### config.mk
export PLATFORM = sky130hd
export DESIGN_NAME = payload_gen_flat
export DESIGN_NICKNAME = d
export VERILOG_FILES = /design/src/logic/udp_traffic_pkg.sv /design/src/logic/payload_fifo_if.sv /design/src/logic/payload_gen.sv /design/src/flat_wrapper.sv
export SDC_FILE = /design/constraint.sdc
export NUM_CORES = 1
export LEC_CHECK = 0
export BUFFER_PORTS_ARGS = -buffer_cell sky130_fd_sc_hd__buf_4
export CORE_MARGIN = 1
export CORE_UTILIZATION = 55
export CTS_BUF_LIST = sky130_fd_sc_hd__clkbuf_16
export CTS_CLUSTER_SIZE = 25
export DETAILED_ROUTE_END_ITERATION = 6
export PLACE_DENSITY = 0.81
export SYNTH_ARGS = -nofsm -noshare
export SYNTH_HDL_FRONTEND = slang
export SYNTH_SLANG_ARGS = --single-unit
### constraint.sdc
create_clock -name pll_62_5m_clk -period 8.2 [get_ports pll_62_5m_clk]
set_input_delay 0 -clock pll_62_5m_clk [delete_from_list [all_inputs] [get_ports pll_62_5m_clk]]
set_output_delay 0 -clock pll_62_5m_clk [all_outputs]
set_load 0.02 [all_outputs]
### src/logic/udp_traffic_pkg.sv
package udp_traffic_pkg;

	// --------------------------------------------------
	// Payload format
	// --------------------------------------------------
	localparam int          WORD_BYTES   = 4;            // Bytes per MAC word
	localparam int          HDR_WORDS    = 3;            // Pkt num high, pkt num low, pattern
	localparam int          PKT_NUM_W    = 64;           // Packet number width
	localparam logic [31:0] TEST_PATTERN = 32'h00_01_02_03;
	localparam logic [7:0]  BYTE_STEP    = 8'd4;         // Per byte rise between data words

	// Ones' complement sum of an intact frame
	localparam logic [15:0] CSUM_GOOD = 16'hFFFF;

	// One MAC word, seen whole or as bytes
	// Byte 3 goes out first on the wire
	typedef union packed {
		logic [31:0]      word;
		logic [3:0][7:0]  bytes;
	} payload_word_u;

	// 16 bit add with end around carry
	// One fold is enough for two operands
	function automatic logic [15:0] oc_add16(input logic [15:0] a, input logic [15:0] b);
		logic [16:0] s;
		s = {1'b0, a} + {1'b0, b};
		return s[15:0] + {15'd0, s[16]};
	endfunction

endpackage
### src/logic/payload_fifo_if.sv
`timescale 1ns/1ns

// Word path from generator through the store to the streamer
interface payload_fifo_if;

	logic                          wr_en;     // Write strobe, one word per cycle
	udp_traffic_pkg::payload_word_u wr_data;
	logic                          rd_en;     // Pop head, ignored while empty
	udp_traffic_pkg::payload_word_u rd_data;   // Head word, always visible
	logic                          empty;

	modport writer (output wr_en, output wr_data);

	modport reader (output rd_en, input rd_data, input empty);

	modport store (
		input  wr_en,
		input  wr_data,
		input  rd_en,
		output rd_data,
		output empty
	);

endinterface

### src/logic/payload_gen.sv
`timescale 1ns/1ns

module payload_gen import udp_traffic_pkg::*; #(
	parameter int PAYLOAD_BYTES = 1446
) (
	input  logic                 pll_62_5m_clk,
	input  logic                 rst_n,
	input  logic                 fill_req_i,
	input  logic [PKT_NUM_W-1:0] pkt_num_i,
	output logic                 fill_ack_o,
	output logic [15:0]          csum_o,
	payload_fifo_if.writer       fifo
);

	localparam int BW        = $clog2(PAYLOAD_BYTES + WORD_BYTES + 1);
	localparam int PAT_START = (HDR_WORDS - 1) * WORD_BYTES;  // Byte offset of pattern word

	logic          active;      // Writing words this cycle
	logic [BW-1:0] byte_cnt;    // Offset of the word being written
	logic          last_word;
	int            remain;      // Payload bytes left from this word on
	payload_word_u pat_q;       // Running pattern, pattern word and after
	payload_word_u word_raw;
	payload_word_u word_out;
	logic [15:0]   csum_q;

	assign last_word = (int'(byte_cnt) + WORD_BYTES >= PAYLOAD_BYTES);
	assign remain    = PAYLOAD_BYTES - int'(byte_cnt);

	// --------------------------------------------------
	// Word select and tail masking
	// --------------------------------------------------
	always_comb
	begin
		if (byte_cnt == '0)
			word_raw.word = pkt_num_i[PKT_NUM_W-1 -: 32];  // Pkt num high half
		else if (byte_cnt == BW'(WORD_BYTES))
			word_raw.word = pkt_num_i[31:0];               // Pkt num low half
		else
			word_raw = pat_q;

		word_out = word_raw;
		// Bytes past the payload end go out as zero
		for (int j = 0; j < WORD_BYTES; j++)
			if ((WORD_BYTES - 1 - j) >= remain)
				word_out.bytes[j] = 8'd0;
	end

	// Pattern steps every byte once per data word
	always_ff @(posedge pll_62_5m_clk)
	begin
		if (!active)
			pat_q.word <= TEST_PATTERN;
		else if (byte_cnt >= BW'(PAT_START))
			for (int j = 0; j < WORD_BYTES; j++)
				pat_q.bytes[j] <= pat_q.bytes[j] + BYTE_STEP;
	end

	// --------------------------------------------------
	// Fill handshake, byte count and checksum
	// --------------------------------------------------
	always_ff @(posedge pll_62_5m_clk or negedge rst_n)
	begin
		if (!rst_n)
		begin
			active     <= 1'b0;
			fill_ack_o <= 1'b0;
			byte_cnt   <= '0;
			csum_q     <= '0;
		end
		else if (!active)
		begin
			if (fill_req_i && !fill_ack_o)
			begin
				active   <= 1'b1;          // Writes start next cycle
				byte_cnt <= '0;
				csum_q   <= '0;            // Old sum dropped at fill start
			end
			else if (!fill_req_i)
				fill_ack_o <= 1'b0;        // Four phase return to zero
		end
		else
		begin
			byte_cnt <= byte_cnt + BW'(WORD_BYTES);
			// Both 16 bit halves into the running sum
			csum_q   <= oc_add16(oc_add16(csum_q, word_out.word[31:16]),
				word_out.word[15:0]);
			if (last_word)
			begin
				active     <= 1'b0;
				fill_ack_o <= 1'b1;        // Payload complete in the FIFO
			end
		end
	end

	assign fifo.wr_en   = active;
	assign fifo.wr_data = word_out;
	assign csum_o       = csum_q;          // Held until next fill

endmodule

### src/flat_wrapper.sv
// flat-port wrapper written by rule: the top's interface ports become plain ports
module payload_gen_flat import udp_traffic_pkg::*;
#(
	parameter int PAYLOAD_BYTES = 1446
)
  (pll_62_5m_clk, rst_n, fill_req_i, pkt_num_i, fill_ack_o, csum_o, fifo_wr_en, fifo_wr_data);
  payload_fifo_if fifo_i ();
  input  logic pll_62_5m_clk;
  input  logic rst_n;
  input  logic fill_req_i;
  input  logic [PKT_NUM_W-1:0] pkt_num_i;
  output logic fill_ack_o;
  output logic [15:0] csum_o;
  output wire logic [$bits(fifo_i.wr_en)-1:0] fifo_wr_en;
  output wire logic [$bits(fifo_i.wr_data)-1:0] fifo_wr_data;
  assign fifo_wr_en = fifo_i.wr_en;
  assign fifo_wr_data = fifo_i.wr_data;
  payload_gen #(.PAYLOAD_BYTES(PAYLOAD_BYTES)) u_core (.pll_62_5m_clk(pll_62_5m_clk), .rst_n(rst_n), .fill_req_i(fill_req_i), .pkt_num_i(pkt_num_i), .fill_ack_o(fill_ack_o), .csum_o(csum_o), .fifo(fifo_i));
endmodule
=== Yosys cells after proc, flatten, opt, wreduce, memory -nomap -nowiden ===
Cells that the tools add are included.

* Register bits after elaboration: 61
* Output and inout port bits: 50
* Logic and storage cells: 48

* Muxes and demuxes: 17
* Equality and inequality tests: 4
* Add/subtract/negate cells: 11
* Reduce and logical (&&, ||, !) cells: 5
* $lt $le $gt $ge: 6

{| class="wikitable"
|+ Operators with widths
! operator !! number
|-
| >= comparator 3 x 32 -> 1 bit, first input constant || 2
|-
| two-way mux 32 bit || 2
|-
| adder 16 x 16 -> 17 bit || 2
|-
| adder 16 x 1 -> 16 bit || 2
|-
| adder 8 x 3 -> 8 bit, second input constant || 4
|-
| >= comparator 1 x 32 -> 1 bit, first input constant || 1
|-
| >= comparator 2 x 32 -> 1 bit, first input constant || 1
|-
| >= comparator 32 x 12 -> 1 bit, second input constant || 1
|-
| two-way mux 16 bit || 2
|-
| two-way mux 8 bit || 4
|-
| two-way mux 11 bit || 2
|-
| adder 11 x 3 -> 12 bit, second input constant || 1
|-
| subtractor 11 x 11 -> 12 bit, first input constant || 1
|-
| adder 11 x 3 -> 11 bit, second input constant || 1
|-
| == test 11 x 3 -> 1 bit, second input constant || 1
|-
| >= comparator 11 x 4 -> 1 bit, second input constant || 1
|-
| zero test 11 bit || 1
|-
| two-way mux 1 bit || 7
|-
| != test 2 x 1 -> 1 bit, second input constant || 2
|-
| AND reduction 3 bit || 1
|-
| != test 2 bit, second input constant || 1
|-
| nonzero test 2 bit || 1
|-
| logical AND 1 bit || 1
|-
| zero test 1 bit || 1
|}

=== Longest topological paths before layout ===
* Word-level depth: 9
* Gate-level depth with buffers: 40
* Depth with buffers taken out: 39

=== Worst setup path after synthesis ===
Ideal clock, no wire load.

* Path kind: register -> register
* Start point: reg u_core.byte_cnt[7]
* End point: reg u_core.csum_q[14] (netlist: u_core.csum_o[14])
* Period minus slack after synthesis: 8.008 ns
* Arrival: 7.873 ns
* Library setup time: 0.135 ns
* Stages on the path, launching flop included: 41
* Path buffers: 4
* Slack: 0.192 ns
* Data required time: 8.065 ns
* Path through: dfrtp_1 > clkbuf_1 > nor4_1 > and2_1 > clkbuf_1 > nand2_1 > buf_1 > mux2i_1 > a211oi_1 > ha_1 > a211o_1 > a21oi_1 > o211ai_1 > a21oi_1 > a21oi_1 > a21oi_1 > o21bai_1 > ha_1 > (+5 left out) > ha_1 > o21a_1 > or2_0 > clkbuf_1 > nand3_1 > a211oi_1 > a31oi_1 > nor2b_1 > o21ai_0 > nand2b_1 > ha_1 > and3_1 > o211ai_1 > and4bb_2 > nand4b_4 > nor4_4 > xnor2_1 > o21ai_0

* Word-level cells in the longest chain between the ends: 9
* Elaborated cells on any way between the ends: 18

{| class="wikitable"
|+ RTL lines
! what !! RTL line !! text
|-
| from (decl) || payload_gen.sv:19 || <nowiki>logic [BW-1:0] byte_cnt;</nowiki>
|-
| from (signal assigned) || payload_gen.sv:84 || <nowiki>byte_cnt <= byte_cnt + BW'(WORD_BYTES);</nowiki>
|-
| parallel branches: the longest is 3 deep, another holds >= comparator 2 x 32 -> 1 bit || n/a ||
|-
| two-way mux 8 bit (*) || payload_gen.sv:45 || <nowiki>if ((WORD_BYTES - 1 - j) >= remain)</nowiki>
|-
| net fifo_wr_data[18] || flat_wrapper.sv:15 || <nowiki>output wire logic [$bits(fifo_i.wr_data)-1:0] fifo_wr_data;</nowiki>
|-
| adder 16 x 16 -> 17 bit (*) || udp_traffic_pkg.sv:26 || <nowiki>s = {1'b0, a} + {1'b0, b};</nowiki>
|-
| adder 16 x 1 -> 16 bit (*) || udp_traffic_pkg.sv:27 || <nowiki>return s[15:0] + {15'd0, s[16]};</nowiki>
|-
| adder 16 x 16 -> 17 bit (*) || udp_traffic_pkg.sv:26 ||
|-
| adder 16 x 1 -> 16 bit (*) || udp_traffic_pkg.sv:27 ||
|-
| two-way mux 16 bit (*) || payload_gen.sv:71 || <nowiki>else if (!active)</nowiki>
|-
| to (signal assigned) || payload_gen.sv:86 || <nowiki>csum_q <= oc_add16(oc_add16(csum_q, word_out.word[31:16]),</nowiki>
|-
| to (decl) || payload_gen.sv:25 || <nowiki>logic [15:0] csum_q;</nowiki>
|}

Mark *: on every way through the listed nets, which the timed path passes.
A chain may end at the register's enable or synchronous reset.

=== Worst setup path after layout ===
* Start point: reg u_core.byte_cnt[8]
* End point: reg u_core.csum_q[14] (netlist: u_core.csum_o[14])

* Word-level cells in the longest chain between the ends: 9
* Elaborated cells on any way between the ends: 18

{| class="wikitable"
|+ RTL lines
! what !! RTL line
|-
| parallel branches: the longest is 6 deep, another holds >= comparator 2 x 32 -> 1 bit || n/a
|-
| adder 16 x 16 -> 17 bit (*) || udp_traffic_pkg.sv:26
|-
| adder 16 x 1 -> 16 bit (*) || udp_traffic_pkg.sv:27
|-
| two-way mux 16 bit (*) || payload_gen.sv:71
|}

Mark *: on every way between the ends.

==> flow_summary.yaml <==
run_status:
  status: "finished with violations"
  violations: "DRC"
synthesis:
  async_flop_share: 0.529
  syn_inst: 638
  synth_xor_area_frac: 0.119
  syn-num-nets: 751
  synth_area_um2: 5060
  syn_avg_cell_area_um2: 7.94
  yosys.area_share.simple: 0.232
  synth-compound-area-share: 0.222
  ys_ff_latch: 51
  synth_edf_count: 0
  synthAdderAreaFrac: 0.117
  yosys_warnings: 0
  synth_mux_area_frac: 0.0494
  ys.flop_type: "dfrtp_1"
  ys_seq_area_frac: 0.228
  synth_top_family_by_area: "simple AND/OR/NAND/NOR gates"
  synth_cell_types: 66
die:
  dieHeight_um: 98.0
  coreArea_um2: 8810
  rows: 34
  start_util: 0.575
  die_area_um2: 9590
  die_x_um: 98.0
  io_pins: 117
clock_network:
  ctsHtreeMaxLevel: 2
  clkTransAtPathRegs_ns: 0.08
  cts_root_buffer: "clkbuf_16"
  cts_tree: "done"
  insertion_delay_ns: 0.30
  clock_sinks: 51
  numCtsBuffers: 5
  cts.path.max_buffers: 2
drt:
  routed_wirelength_mm: 15.4
  top_layer: "met4"
  wl_met1_mm: 6.62
  first_iter_violations: 299
  drc: 6
  wl_met2_mm: 7.40
  wl_met3_um: 863
  via_per_inst: 6.18
  dr.pass1.iters: 7
  wl_per_cell_um: 17.7
  ant_nets: 0
  num_vias: 5378
layout:
  area_growth_pct: 26.4
  num_antenna_cells: 0
  drive_gt1_frac: 0.248
  fin_nets: 874
  final_common_cell: "buf_4"
  layout_common_cells: "141 x buf_4, 80 x nor2_1, 59 x nand2_1"
critical_path:
  critPathMaxFanout: 8
  slowest_stage: "or4_1"
  path_buf_inv: 1
  crit_required_ns: 8.36
  end_kind: "register"
  critPathKind: "reg -> reg"
  crit_family: "simple AND/OR/NAND/NOR gates"
  arrival_ns: 7.88
  cp_slowest_stage_delay_ns: 0.58
  cp-start-kind: "register"
hold_path:
  hold_class: "in -> async"
grt:
  overflow: 0
  grt_pass1_vias: 5122
  grt_max_degree: 44
  antenna_found_initial: 0
  grt_pass1_wl_mm: 24.7
  grt_usage: 0.321
timing:
  finalSetupTns_ns: 0
  max_freq_mhz: 130
  finClkSkew_ns: 0.00887
  rsz0062_at_grt: "false"
  final_hold_viol_count: 0
  slew_violations: 0
  period_share: 0.942
  period_needed_ns: 7.72
  relSlewSlack: 0.528
  worstMarginPinSlew_ns: 0.704
  setup_violations: 0
placement:
  dpl.hpwl_mm: 12.1
  place_congestion: 0.975
  port_buffers: 116
run:
  maxCapViolations: 0
-- timing repair --
action / in CTS / in global routing
pin swaps: 0 / 9
setup buffers: 0 / 7
hold endpoints to repair: 28 / 0
resized for setup: 3 / 20
hold buffers: 2 / 0
endpoints found under the setup margin: 1 / 8
-- stage by stage --
step	cell area, um^2	utilization	instances	worst slack [ns]	hold slack, ns
global placement	6100	0.693	853	0.323	-0.0649
CTS	6290	0.714	863	0.0726	0.182
floorplan	5060	-	638	0.192	-0.296
global route	6400	0.727	870	0.0172	0.198
finish	6400	0.727	870	0.479	0.163
detailed placement	6100	0.693	853	0.0126	-0.0558
-- final timing paths --
kind | end | start | cells after the start | slack [ns]
min | u_core.byte_cnt[2]$_DFFE_PN0P_ | rst_n | 2 | 0.16
max | u_core.csum_o[14]$_DFFE_PN0P_ | u_core.byte_cnt[8]$_DFFE_PN0P_ | 36 | 0.48
max in group asynchronous | u_core.csum_o[3]$_DFFE_PN0P_ | rst_n | 2 | 7.76
max reg2reg | u_core.csum_o[14]$_DFFE_PN0P_ | u_core.byte_cnt[8]$_DFFE_PN0P_ | 36 | 0.48
min in group pll_62_5m_clk | fifo_wr_data[14] | pkt_num_i[46] | 4 | 0.43
min reg2reg | u_core.pat_q[19]$_SDFFE_PN0P_ | u_core.pat_q[19]$_SDFFE_PN0P_ | 2 | 0.51
-- layer usage --
metal | GRT usage | vias to the layer above
met1 | 0.403 | 2564
li1 | - | 2567
met5 | 0 | -
met4 | 0.145 | 0
met3 | 0.0329 | 39
met2 | 0.554 | 208
-- synth_stat cells, drive strengths merged, types with 2 or more instances --
cell type / number / area [um^2]
fa: 2 / 40.0
xor2: 27 / 236
nor3: 12 / 65.1
inv: 16 / 60.1
o21bai: 3 / 22.5
a31oi: 4 / 25.0
and3: 12 / 75.1
a21o: 8 / 62.6
nor3b: 2 / 15.0
nand3: 25 / 143
clkbuf: 25 / 93.8
o211ai: 5 / 37.5
and4: 2 / 20.0
a211oi: 29 / 228
o21ai: 36 / 180
or4: 3 / 26.3
a211o: 5 / 45.0
a21oi: 38 / 190
nand2: 61 / 229
and2: 4 / 25.0
o211a: 2 / 20.0
dfrtp: 27 / 676
a22o: 4 / 35.0
o31ai: 3 / 22.5
nor2: 81 / 304
o21a: 7 / 52.6
nand2b: 3 / 18.8
mux2i: 25 / 250
nor4: 5 / 46.3
a2111oi: 3 / 27.5
buf: 2 / 7.51
nor2b: 5 / 31.3
nand3b: 2 / 15.0
nand4: 7 / 43.8
dfxtp: 24 / 480
a2111o: 4 / 45.0
and4bb: 2 / 25.0
o22ai: 6 / 37.5
or2: 5 / 31.3
a21boi: 2 / 15.0
ha: 44 / 551
or3: 3 / 18.8
xnor2: 42 / 368
-- layout make-up --
type,count,area (um^2)
fill,683,2400
tap,108,135
timing repair buffer,143,1080
clock inverter,3,27.5
sequential,51,1160
inverter,16,60.1
clock buffer,5,125
multi-input combinational,544,3820
-- sequential cells by signal, summed over array words and instances, names as in the netlist --
register	cells
u_core.fill_ack_o	1
u_core.fifo.wr_en	1
u_core.pat_q	24
u_core.byte_cnt	9
u_core.csum_o	16
-- worst register-to-register path: cells and delay by family, from the launching register on --
family                   cells  cell delay, ns
AND/OR/NAND/NOR             15            3.11
buffers and inverters        1            0.17
AO/OA/AOI/OAI               13            2.31
flip-flops                   1            0.46
adder cells (fa/ha/maj)      4            1.01
multiplexers                 1            0.15
XOR/XNOR                     2            0.36
-- logic make-up after synthesis --
kind of cell,after synthesis
DFF,51
buffers and inverters,43
xor gates and xnor gates,69
muxes,25
adders and majority gates,46
AOI/OAI and AO/OA,167
and+or+nand+nor,237
Power is not shown: default switching activity piles up to over one toggle a cycle in this logic, so the estimate is an artifact.
