$ cat config.mk
export PLATFORM = sky130hd
export DESIGN_NAME = udp_traffic_ctrl
export DESIGN_NICKNAME = d
export VERILOG_FILES = /design/src/logic/udp_traffic_pkg.sv /design/src/logic/udp_traffic_ctrl.sv
export SDC_FILE = /design/constraint.sdc
export NUM_CORES = 1
export LEC_CHECK = 0
export BUFFER_PORTS_ARGS = -buffer_cell sky130_fd_sc_hd__buf_2
export CORE_ASPECT_RATIO = 2
export CORE_MARGIN = 1.5
export CORE_UTILIZATION = 63
export CTS_BUF_LIST = sky130_fd_sc_hd__clkbuf_4
export DETAILED_ROUTE_END_ITERATION = 16
export GPL_TIMING_DRIVEN = 1
export PLACE_DENSITY_LB_ADDON = 0.15
export SYNTH_ARGS = -nofsm -noshare
export SYNTH_HDL_FRONTEND = slang
export SYNTH_SLANG_ARGS = --single-unit
export TNS_END_PERCENT = 30
$ cat constraint.sdc
create_clock -name pll_62_5m_clk -period 5.85 [get_ports pll_62_5m_clk]
set_input_delay 0.585 -clock pll_62_5m_clk [delete_from_list [all_inputs] [get_ports pll_62_5m_clk]]
set_output_delay 0.585 -clock pll_62_5m_clk [all_outputs]
set_load 0.05 [all_outputs]
$ cat src/logic/udp_traffic_pkg.sv
package udp_traffic_pkg;

	// --------------------------------------------------
	// Payload format
	// --------------------------------------------------
	localparam int          WORD_BYTES   = 4;            // Bytes per MAC word
	localparam int          HDR_WORDS    = 3;            // Pkt num high, pkt num low, pattern
	localparam int          PKT_NUM_W    = 64;           // Packet number width
	localparam logic [31:0] TEST_PATTERN = 32'h00_01_02_03;
	localparam logic [7:0]  BYTE_STEP    = 8'd4;         // Per byte rise between data words

	// Ones' complement sum of an intact frame
	localparam logic [15:0] CSUM_GOOD = 16'hFFFF;

	// One MAC word, seen whole or as bytes
	// Byte 3 goes out first on the wire
	typedef union packed {
		logic [31:0]      word;
		logic [3:0][7:0]  bytes;
	} payload_word_u;

	// 16 bit add with end around carry
	// One fold is enough for two operands
	function automatic logic [15:0] oc_add16(input logic [15:0] a, input logic [15:0] b);
		logic [16:0] s;
		s = {1'b0, a} + {1'b0, b};
		return s[15:0] + {15'd0, s[16]};
	endfunction

endpackage
$ cat src/logic/udp_traffic_ctrl.sv
`timescale 1ns/1ns

module udp_traffic_ctrl import udp_traffic_pkg::*; #(
	parameter int GAP_CYCLES = 25_000_000
) (
	input  logic                 pll_62_5m_clk,
	input  logic                 rst_n,
	input  logic                 fill_ack_i,
	input  logic                 send_ack_i,
	output logic                 fill_req_o,
	output logic                 send_req_o,
	output logic [PKT_NUM_W-1:0] pkt_num_o
);

	localparam int GW = $clog2(GAP_CYCLES + 1);

	// FSM encoding
	localparam logic [1:0] ST_IDLE    = 2'd0;  // Waiting out the gap
	localparam logic [1:0] ST_FILL    = 2'd1;  // Generator filling the FIFO
	localparam logic [1:0] ST_SEND    = 2'd2;  // Streamer draining to the MAC
	localparam logic [1:0] ST_RELEASE = 2'd3;  // Waiting for both acks to fall

	logic [1:0]    state;
	logic [GW-1:0] gap_cnt;

	// --------------------------------------------------
	// Pacing gap
	// --------------------------------------------------
	always_ff @(posedge pll_62_5m_clk or negedge rst_n)
	begin
		if (!rst_n)
			gap_cnt <= GW'(GAP_CYCLES - 1);
		else if (state == ST_SEND && send_ack_i)
			gap_cnt <= GW'(GAP_CYCLES - 1);   // Restart on send done
		else if (gap_cnt != '0)
			gap_cnt <= gap_cnt - 1'b1;
	end

	// --------------------------------------------------
	// Handshake sequencing
	// --------------------------------------------------
	always_ff @(posedge pll_62_5m_clk or negedge rst_n)
	begin
		if (!rst_n)
		begin
			state      <= ST_IDLE;
			fill_req_o <= 1'b0;
			send_req_o <= 1'b0;
			pkt_num_o  <= '0;
		end
		else
		begin
			case (state)
				ST_IDLE:
					if (gap_cnt == '0)
					begin
						fill_req_o <= 1'b1;
						state      <= ST_FILL;
					end
				ST_FILL:
					if (fill_ack_i)
					begin
						fill_req_o <= 1'b0;       // Generator drops its ack after this
						send_req_o <= 1'b1;       // Payload is complete, start streaming
						state      <= ST_SEND;
					end
				ST_SEND:
					if (send_ack_i)
					begin
						send_req_o <= 1'b0;
						pkt_num_o  <= pkt_num_o + 1'b1;  // Next payload gets a new number
						state      <= ST_RELEASE;
					end
				default:
					if (!send_ack_i && !fill_ack_i)
						state <= ST_IDLE;
			endcase
		end
	end

endmodule

## After elaboration in Yosys (flattened, before gate mapping)

Cells that the tools add are included.

| storage, ports and cells | value |
|---|---|
| latch bits | 0 |
| logic and storage cells | 40 |
| ROM bits | 0 |
| register bits | 93 |
| bits in writable memories | 0 |
| bits of input ports | 4 |
| memories kept | 0 |
| output and inout bits | 66 |

| operators by class | value |
|---|---|
| div/mod/pow operators | 0 |
| bitwise operators | 0 |
| mux-type cells | 13 |
| $mul | 0 |
| $lt $le $gt $ge | 0 |
| reduce and logical (&&, ||, !) cells | 15 |
| add/subtract/negate cells | 2 |
| equal/unequal tests | 5 |
| shift operators | 0 |

Operators with widths:

| cell | count |
|---|---|
| 64-bit by 1-bit adder with 64-bit output (second input constant) | 1 |
| 25-bit 2-to-1 mux | 2 |
| 25-bit logical NOT | 1 |
| 25-bit nonzero test | 1 |
| 25-bit by 1-bit subtractor with 25-bit output (second input constant) | 1 |
| 2-bit 2-to-1 mux | 4 |
| 2-bit != test (second input constant) | 3 |
| 2-bit case mux with 3 select lines | 1 |
| 3-bit AND reduction | 2 |
| 2-bit nonzero test | 3 |
| 1-bit 2-to-1 mux | 4 |
| 1-bit case mux with 2 select lines | 2 |
| 4-bit AND reduction | 1 |
| 4-bit nonzero test | 1 |
| 2-bit by 1-bit equality test with 1-bit output (second input constant) | 1 |
| 2-bit equality test (second input constant) | 1 |
| 1-bit logical AND | 2 |
| 1-bit logical NOT | 2 |
| 2-bit logical NOT | 1 |
| 2-bit AND reduction | 1 |

## Depth between registers and ports, before layout

Gate-level depths: netlist (run 1).

| logic depth | value |
|---|---|
| depth after elaboration | 4 |
| mapped depth | 10 |
| mapped depth without buffers | 7 |

## Worst setup path before layout (run 1)

No wires, ideal clock.

| path | value |
|---|---|
| path kind | register -> register |
| start point | reg pkt_num_o[3] |
| end point | reg pkt_num_o[33] |
| arrival | 2.480 ns |
| path slack | 3.225 ns |
| cell stages (with the launch flop) | 9 |
| data required time | 5.705 ns |
| cells stage by stage | dfrtp_1 -> nand4_1 -> or4_1 -> clkbuf_1 -> or2_2 -> clkbuf_1 -> clkbuf_1 -> nor4_1 -> xor2_1 |

| between the ends | value |
|---|---|
| word-level cells in the longest chain between the ends | 1 |

RTL lines:

| what | RTL line | text |
|---|---|---|
| from (decl) | udp_traffic_ctrl.sv:12 | `output logic [PKT_NUM_W-1:0] pkt_num_o` |
| from (signal assigned) | udp_traffic_ctrl.sv:71 | `pkt_num_o <= pkt_num_o + 1'b1;` |
| 64-bit by 1-bit adder with 64-bit output | udp_traffic_ctrl.sv:71 |  |

No other way between the ends.
A chain may end at the register's enable or synchronous reset.

## Worst setup path after layout (run 1)

| path | value |
|---|---|
| start point | reg state[0] |
| end point | reg pkt_num_o[55] |

| between the ends | value |
|---|---|
| word-level cells in the longest chain between the ends | 2 |

RTL lines:

| what | RTL line | text |
|---|---|---|
| from (decl) | udp_traffic_ctrl.sv:23 | `logic [1:0] state;` |
| from (signal assigned) | udp_traffic_ctrl.sv:46 | `state <= ST_IDLE;` |
| from (signal assigned) | udp_traffic_ctrl.sv:58 | `state <= ST_FILL;` |
| from (signal assigned) | udp_traffic_ctrl.sv:65 | `state <= ST_SEND;` |
| 2-bit equality test | udp_traffic_ctrl.sv:53 | `case (state)` |
| 2-bit AND reduction (no source line) | -- |  |

No other way between the ends.

==> key figures, run 1 <==
Timing
  • Final clock skew: 0.02561 ns
  • Pin slew with the least headroom to its limit: 1.044 ns
  • Setup TNS: 0 ns
  • FMAX: 306.0 MHz
  • Final number of hold-violating endpoints: 0
  • Final period util: 55.87%
  • RSZ-0062 raised after global routing: no
  • Slew headroom: 29.82%
  • Total of endpoints with negative setup slack in the final report: 0
  • Tmin final: 3.268 ns
  • Setup slack of the critical path after layout: 2.582 ns
  • Number of pins with negative max-slew slack in the final report: 0

Power
  • Worst supply voltage drop on vdd: 344.7 uV
  • Post-layout total power: 1417 uW
  • Power per Cell Area: 277.0 nW/um2
  • Static Leak: 0.002430 uW

Synthesis
  • Mean instance size in the synthesized netlist: 10.28 um2
  • Number of register bits inferred by synthesis: 93
  • Number of enable-type register cells in the synthesized netlist: 0
  • Synth warnings: 0
  • Synth top area share: 41.56%
  • Cell with the most instances after synthesis: sky130_fd_sc_hd__dfrtp_1
  • Number of nets produced by synthesis: 455
  • Most instantiated flip-flop cell in the synthesis netlist: sky130_fd_sc_hd__dfrtp_1
  • Most frequent cells after synthesis: 76 x sky130_fd_sc_hd__dfrtp_1, 39 x sky130_fd_sc_hd__xor2_1, 37 x sky130_fd_sc_hd__nand2_1
  • Area of the mapped netlist: 4576 um2
  • Library cell with the largest summed area after synthesis: sky130_fd_sc_hd__dfrtp_1
  • Post-Synthesis Cells: 445
  • Biggest area contributors in the synthesized netlist: sky130_fd_sc_hd__dfrtp_1 42%, sky130_fd_sc_hd__dfstp_2 9.8%, sky130_fd_sc_hd__xor2_1 7.5%
  • Portion of the post-synthesis area used by sequential elements: 51.33%
  • Number of unique standard cell types used by synthesis: 45
  • Post-synthesis async set-or-reset flop share: 100.0%

Clock tree
  • Clock latency on the worst-skew pair: 0.47 ns
  • Number of buffers added for setup after CTS: 0
  • Clock input transition at the sequential cells of the worst setup and hold paths: 0.15 ns
  • Number of gates resized after cts: 0
  • Number of levels the H-tree was split into: 3
  • Clock tree from TritonCTS: built
  • Hold bufs inserted after CTS: 0
  • Total number of clock tree sinks: 93
  • CTS root buffer: sky130_fd_sc_hd__clkbuf_4
  • Maximum count of clock buffers along a single path: 2
  • CTS Buf Count: 9

Global route
  • Wire length of the first global-routing pass: 16.82 mm
  • Pin count of the biggest net entering global routing: 63
  • Via count of the first global-routing pass: 3719
  • GRT Overall Usage: 27.72%
  • Overall overflow remaining after global route: 0
  • Initial antenna violation count: 1

Critical path
  • Slowest stage cell, crit path: sky130_fd_sc_hd__or4_1
  • Setup Crit Path Kind: flip-flop to flip-flop
  • Critical Path, Cell by Cell: inv_1 -> ha_1 -> nand2_1 -> or4_1 -> or2_2 -> nor4b_1 -> xor2_1
  • Worst reg2reg startpoint: state[0]
  • Endpoint type of the worst setup path: flip-flop
  • Data arrival at the endpoint of the critical path: 3.67 ns
  • Startpoint class of the critical path: flip-flop
  • Internal reg-to-reg setup slack: 2.58 ns
  • Required time of the critical path: 6.25 ns
  • Worst Reg2Reg Path Length in Cells: 7
  • Capture point of the critical path: pkt_num_o[55]
  • Worst setup path start: state[0]
  • Reg-to-reg endpoint: pkt_num_o[55]
  • Largest stage delay, worst path: 0.84 ns
  • Max Fanout on Critical Path: 23

Placement
  • HPWL after detailed placement: 7.414 mm
  • PortBufs: 69
  • Final RePlAce weighted congestion: 0.8387
  • Placed cells: 594
  • Worst Setup Slack post-DPL: 2.605 ns

Routing
  • Total detailed-routing wirelength: 10.09 mm
  • Drt wl/cell: 16.51 um
  • DR pass1 iterations: 4
  • Via count: 3615
  • Remaining antenna violation count: 0
  • Mean number of vias per cell: 5.917
  • Total DRC errors in the routed layout: 0
  • Detailed Route Iter0 Violations: 208

Floorplan
  • Die Width: 63.26 um
  • Die outline height: 123.5 um
  • Rows: 43
  • Count of boundary I/O pins: 70
  • Core Region: 6994 um2
  • DIE AREA: 7814 um2
  • Starting density of the core: 65.42%

Cells and area
  • Fraction of layout instances using a drive strength above 1: 22.88%
  • Filler cells: 529
  • Area used by multi-input combinational logic: 2110 um2
  • Sequential cell area: 2349 um2
  • Layout Nets: 525
  • Layout-stage area growth over the synthesis result: 11.84%
  • Post-Route Utilization: 73.17%
  • Post-route insts no fill: 611

Hold path
  • Min-Delay Path Class: input pin to async pin

Flow run
  • Number of max-cap violations: 0

Outcome
  • Status: finished clean
## stage by stage
step           cell area, um2  hold WS (ns)
6_report                 5117       0.02102
5_1_grt                  5117       0.05040
4_1_cts                  5115       0.02914
3_5_place_dp             4982        0.4754
3_3_place_gp             4982        0.4679
2_1_floorplan            4576        0.2894
## state kept, by name (all words and copies together) (netlist names)
| name | count |
|---|---|
| state | 2 |
| gap_cnt | 25 |
| send_req_o | 1 |
| pkt_num_o | 64 |
| fill_req_o | 1 |
## report_power, final
group / total, uW / leakage (uW) / switching, uW / internal, uW
sequential: 759 / 0.00119 / 51.6 / 707
clock: 348 / 0.0000764 / 206 / 142
combinational: 311 / 0.00117 / 209 / 101
total: 1420 / 0.00243 / 467 / 950
## worst min-delay path by stage
stage,start,end,slack (ns)
2_1_floorplan,rst_n,fill_req_o,0.29
3_3_place_gp,pkt_num_o[28],pkt_num_o[28],0.47
3_5_place_dp,pkt_num_o[63],pkt_num_o[63],0.48
4_1_cts,rst_n,pkt_num_o[13],0.03
5_1_grt,rst_n,pkt_num_o[11],0.05
6_report,rst_n,pkt_num_o[11],0.02
## kinds of logic (layout without fill, tap and decap cells)
logic type / after synthesis / after routing / share of synthesized area [%]
DFF: 93 / 93 / 51.33
xor gates and xnor gates: 73 / 73 / 13.97
and+or+nand+nor: 210 / 210 / 24.72
other: 0 / 1 / 0
buffers and inverters: 26 / 101 / 2.570
AOI/OAI and AO/OA: 34 / 34 / 5.086
adders and majority gates: 6 / 6 / 1.641
muxes: 3 / 3 / 0.6836
## critical path, delay by kind of cell, from the launching register on
family	cells	cell delay [ns]
flops	1	0.42
simple gates	4	2.24
fa+ha+maj	1	0.27
buf+inv	1	0.10
xor+xnor	1	0.18
## area by class of cell
class	count	share of cell area, %
tap	90	2.200
sequential	93	45.89
clock inverter	4	0.8313
multi-input combinational	326	41.22
clock buffer	12	1.760
timing repair buffer	70	6.944
antenna	1	0.04890
inverter	15	1.100
## cells in the final DEF (no fill, tap or decap), types with 2 or more instances in the layout
cell type	n
sky130_fd_sc_hd__and3_1	9
sky130_fd_sc_hd__dfrtp_1	76
sky130_fd_sc_hd__xnor2_1	34
sky130_fd_sc_hd__buf_4	2
sky130_fd_sc_hd__clkbuf_4	12
sky130_fd_sc_hd__mux2i_1	2
sky130_fd_sc_hd__o31a_2	3
sky130_fd_sc_hd__and4_1	4
sky130_fd_sc_hd__dfstp_2	17
sky130_fd_sc_hd__nor2_1	28
sky130_fd_sc_hd__clkinv_1	2
sky130_fd_sc_hd__nor3_1	22
sky130_fd_sc_hd__nand4_1	18
sky130_fd_sc_hd__or2_2	6
sky130_fd_sc_hd__o21ai_0	11
sky130_fd_sc_hd__inv_1	15
sky130_fd_sc_hd__or3_2	3
sky130_fd_sc_hd__xor2_1	39
sky130_fd_sc_hd__nor4_1	19
sky130_fd_sc_hd__o31ai_1	7
sky130_fd_sc_hd__buf_2	68
sky130_fd_sc_hd__or3_1	8
sky130_fd_sc_hd__ha_1	6
sky130_fd_sc_hd__nand2_1	37
sky130_fd_sc_hd__a21oi_1	5
sky130_fd_sc_hd__nand3_1	32
sky130_fd_sc_hd__nand2b_1	2
sky130_fd_sc_hd__or4_4	2
sky130_fd_sc_hd__or4_1	9
sky130_fd_sc_hd__and2_1	5
## metal layers
| metal | vias to the layer above | part of all wire (%) | GRT usage [%] |
|---|---|---|---|
| li1 | 1716 | - | - |
| met1 | 1787 | 38 | 29.61 |
| met2 | 81 | 56 | 51.13 |
| met3 | 31 | 2.7 | 4.641 |
| met4 | 0 | 3.6 | 15.63 |
| met5 | - | 0 | 0 |
Note: power is estimated with default switching activity, not from simulation.
==> inputs of run 2 (changes only) <==
CORE_UTILIZATION = 59   (was 63)
clock period = 3.4 ns   (was 5.85 ns; I/O delays follow)
==> run 2 against run 1 <==
Net effect:
- worst hold slack improved by 0.077 ns
- largest power group unchanged
- highest routed layer unchanged
- clock-buffer cell count decreased by 2
- final cell count increased by 1.5%
- register-to-register slack got worse by 1.9 ns
- die area increased by 6.5%
- critical path type unchanged
- fmax increased by 22%
- clock power increased by 89%
==> key figures, run 2 (same netlist as run 1, synthesis figures left out) <==
Floorplan
  • Rows: 45 (+4.7%)
  • Count of boundary I/O pins: 70 (unchanged)
  • DIE AREA: 8325 um2 (+6.5%)
  • Core Region: 7545 um2 (+7.9%)
  • Die outline height: 127.5 um (+3.3%)
  • Die Width: 65.27 um (+3.2%)
  • Starting density of the core: 60.65% (-4.8 points)

Power
  • Power per Cell Area: 482.2 nW/um2 (+74%)
  • Sequential group share of total power: 52.2% (-1.3 points)
  • Worst supply voltage drop on vdd: 468.7 uV (+36%)
  • Static Leak: 0.002462 uW (+1.3%)
  • Clock network fraction of total power: 26.2% (+1.6 points)
  • Combinational fraction of design power: 21.6% (-0.3 points)
  • Net Switching: 803.9 uW (+72%)
  • Switching part of the total: 32.15% (-0.83 points)
  • Internal power consumption: 1697 uW (+79%)

Timing
  • Pin slew with the least headroom to its limit: 1.080 ns (+0.03605 ns)
  • Final number of hold-violating endpoints: 0 (unchanged)
  • FMAX: 374.6 MHz (+22%)
  • Final period util: 78.52% (+23 points)
  • Setup TNS: 0 ns (unchanged)
  • Slew headroom: 28.01% (-1.8 points)
  • Total of endpoints with negative setup slack in the final report: 0 (unchanged)
  • Number of pins with negative max-slew slack in the final report: 0 (unchanged)
  • Final clock skew: 0.01847 ns (-0.007149 ns)
  • Tmin final: 2.670 ns (-0.5987 ns)
  • RSZ-0062 raised after global routing: no

Cells and area
  • Post-route cell area: 5186 um2 (+1.3%)
  • Filler cells: 610 (+15%)
  • Layout Nets: 531 (+1.1%)
  • Sequential cell area: 2349 um2 (unchanged)
  • Most frequent cells in the layout: 76 x sky130_fd_sc_hd__dfrtp_1, 68 x sky130_fd_sc_hd__buf_2, 39 x sky130_fd_sc_hd__xor2_1, 37 x sky130_fd_sc_hd__nand2_1, 34 x sky130_fd_sc_hd__xnor2_1
  • Most common cell after layout, fill and taps aside: sky130_fd_sc_hd__dfrtp_1
  • Fraction of layout instances using a drive strength above 1: 23.81% (+0.92 points)
  • Area used by multi-input combinational logic: 2110 um2 (unchanged)
  • Top reg by flops: pkt_num_o
  • Flip-flop count of the largest register after layout: 64 (unchanged)
  • Post-route insts no fill: 620 (+1.5%)
  • Largest registers: pkt_num_o: 64 flops, gap_cnt: 25 flops, state: 2 flops
  • Layout-stage area growth over the synthesis result: 13.34%

Clock tree
  • Number of gates resized after cts: 0 (unchanged)
  • Number of buffers added for setup after CTS: 0 (unchanged)
  • Number of levels the H-tree was split into: 3 (unchanged)
  • CTS root buffer: sky130_fd_sc_hd__clkbuf_4
  • Clock tree from TritonCTS: built
  • Maximum count of clock buffers along a single path: 2 (unchanged)
  • Hold bufs inserted after CTS: 0 (unchanged)
  • Total number of clock tree sinks: 93 (unchanged)
  • Clock input transition at the sequential cells of the worst setup and hold paths: 0.14 ns (about the same)
  • CTS Buf Count: 9 (unchanged)
  • Clock latency on the worst-skew pair: 0.44 ns (-0.03 ns)

Critical path
  • Endpoint type of the worst setup path: flip-flop
  • Reg-to-reg endpoint: pkt_num_o[55]
  • Startpoint class of the critical path: flip-flop
  • Max Fanout on Critical Path: 15 (-35%)
  • Internal reg-to-reg setup slack: 0.73 ns (-1.85 ns)
  • Worst Reg2Reg Path Length in Cells: 7 (unchanged)
  • Required time of the critical path: 3.78 ns (-2.47 ns)
  • Setup Crit Path Kind: flip-flop to flip-flop
  • Data arrival at the endpoint of the critical path: 3.05 ns (-0.62 ns)
  • Worst reg2reg startpoint: state[0]

Outcome
  • Status: finished clean

Placement
  • PortBufs: 69 (unchanged)
  • HPWL after detailed placement: 7.105 mm (-4.2%)
  • Cell area after placement: 5032 um2 (+1.0%)
  • Placed cells: 604 (+1.7%)
  • Final RePlAce weighted congestion: 0.8338 (-0.58%)

Global route
  • Initial antenna violation count: 1 (unchanged)
  • Via count of the first global-routing pass: 3654 (-1.7%)
  • Pin count of the biggest net entering global routing: 89 (+41%)
  • GRT Overall Usage: 24.95% (-2.8 points)
  • Wire length of the first global-routing pass: 16.28 mm (-3.2%)
  • Overall overflow remaining after global route: 0 (unchanged)

Routing
  • Detailed Route Iter0 Violations: 230 (+11%)
  • Mean number of vias per cell: 5.856 (-1.0%)
  • Total detailed-routing wirelength: 9.799 mm (-2.9%)
  • DR pass1 iterations: 4 (unchanged)
  • Via count: 3631 (+0.44%)
  • Total DRC errors in the routed layout: 0 (unchanged)
  • Drt wl/cell: 15.80 um (-4.3%)
  • Remaining antenna violation count: 0 (unchanged)

Hold path
  • Min-Delay Path Class: input pin to async pin

Flow run
  • Number of max-cap violations: 0 (unchanged)
==> run 2: through the flow <==
stage | util, % | worst slack [ns] | hold WS [ns] | power, uW
detailed placement | 66.70 | 0.7480 | 0.4714 | 1868
global route | 68.74 | 0.5233 | 0.1607 | 2631
CTS | 68.71 | 0.7244 | 0.1219 | 2524
floorplan | - | 0.7749 | 0.04441 | 1725
global placement | 66.70 | 0.8365 | 0.4572 | 1844
finish | 68.74 | 0.7302 | 0.09834 | 2501
==> run 2: worst max-delay path, cell delays in order (launching register included) <==
cell and delay, ns:
sky130_fd_sc_hd__dfrtp_1 0.42, sky130_fd_sc_hd__inv_1 0.10, sky130_fd_sc_hd__ha_1 0.27, sky130_fd_sc_hd__nand2_1 0.09
sky130_fd_sc_hd__or4_1 0.66, sky130_fd_sc_hd__or2_2 0.48, sky130_fd_sc_hd__nor4b_1 0.40, sky130_fd_sc_hd__xor2_1 0.19
==> run 2: layer usage <==
metal	wire, um	part of all wire, %	track usage (%)	vias to the layer above
met5	0	0	0	-
met4	251	2.6	12.62	0
met3	363	3.7	4.049	21
met2	5489	56	46.64	88
met1	3695	38	25.81	1788
li1	-	-	-	1734
==> run 2: cell type report <==
cell class	count	area share, %
clock buffer	10	1.448
timing repair buffer	76	7.720
multi-input combinational	326	40.68
tap	94	2.268
inverter	15	1.086
antenna	1	0.04825
sequential	93	45.28
clock inverter	5	1.472
==> run 2: power by group through the flow <==
stage	combinational [uW]	clock [uW]	sequential (uW)
after floorplan	307	0	1420
after global placement	528	0	1320
after detailed placement	545	0	1320
after CTS	548	673	1300
after global routing	602	710	1320
final	540	656	1300
==> run 2: how the worst max path moves through the flow <==
stage | depth (start not counted) | slack [ns] | to | startpoint
global placement | 7 | 0.84 | pkt_num_o[55] | state[0]
floorplan | 8 | 0.77 | pkt_num_o[33] | pkt_num_o[3]
CTS | 7 | 0.72 | pkt_num_o[55] | state[0]
global route | 7 | 0.52 | pkt_num_o[60] | state[0]
finish | 7 | 0.73 | pkt_num_o[55] | state[0]
detailed placement | 7 | 0.75 | pkt_num_o[55] | state[0]
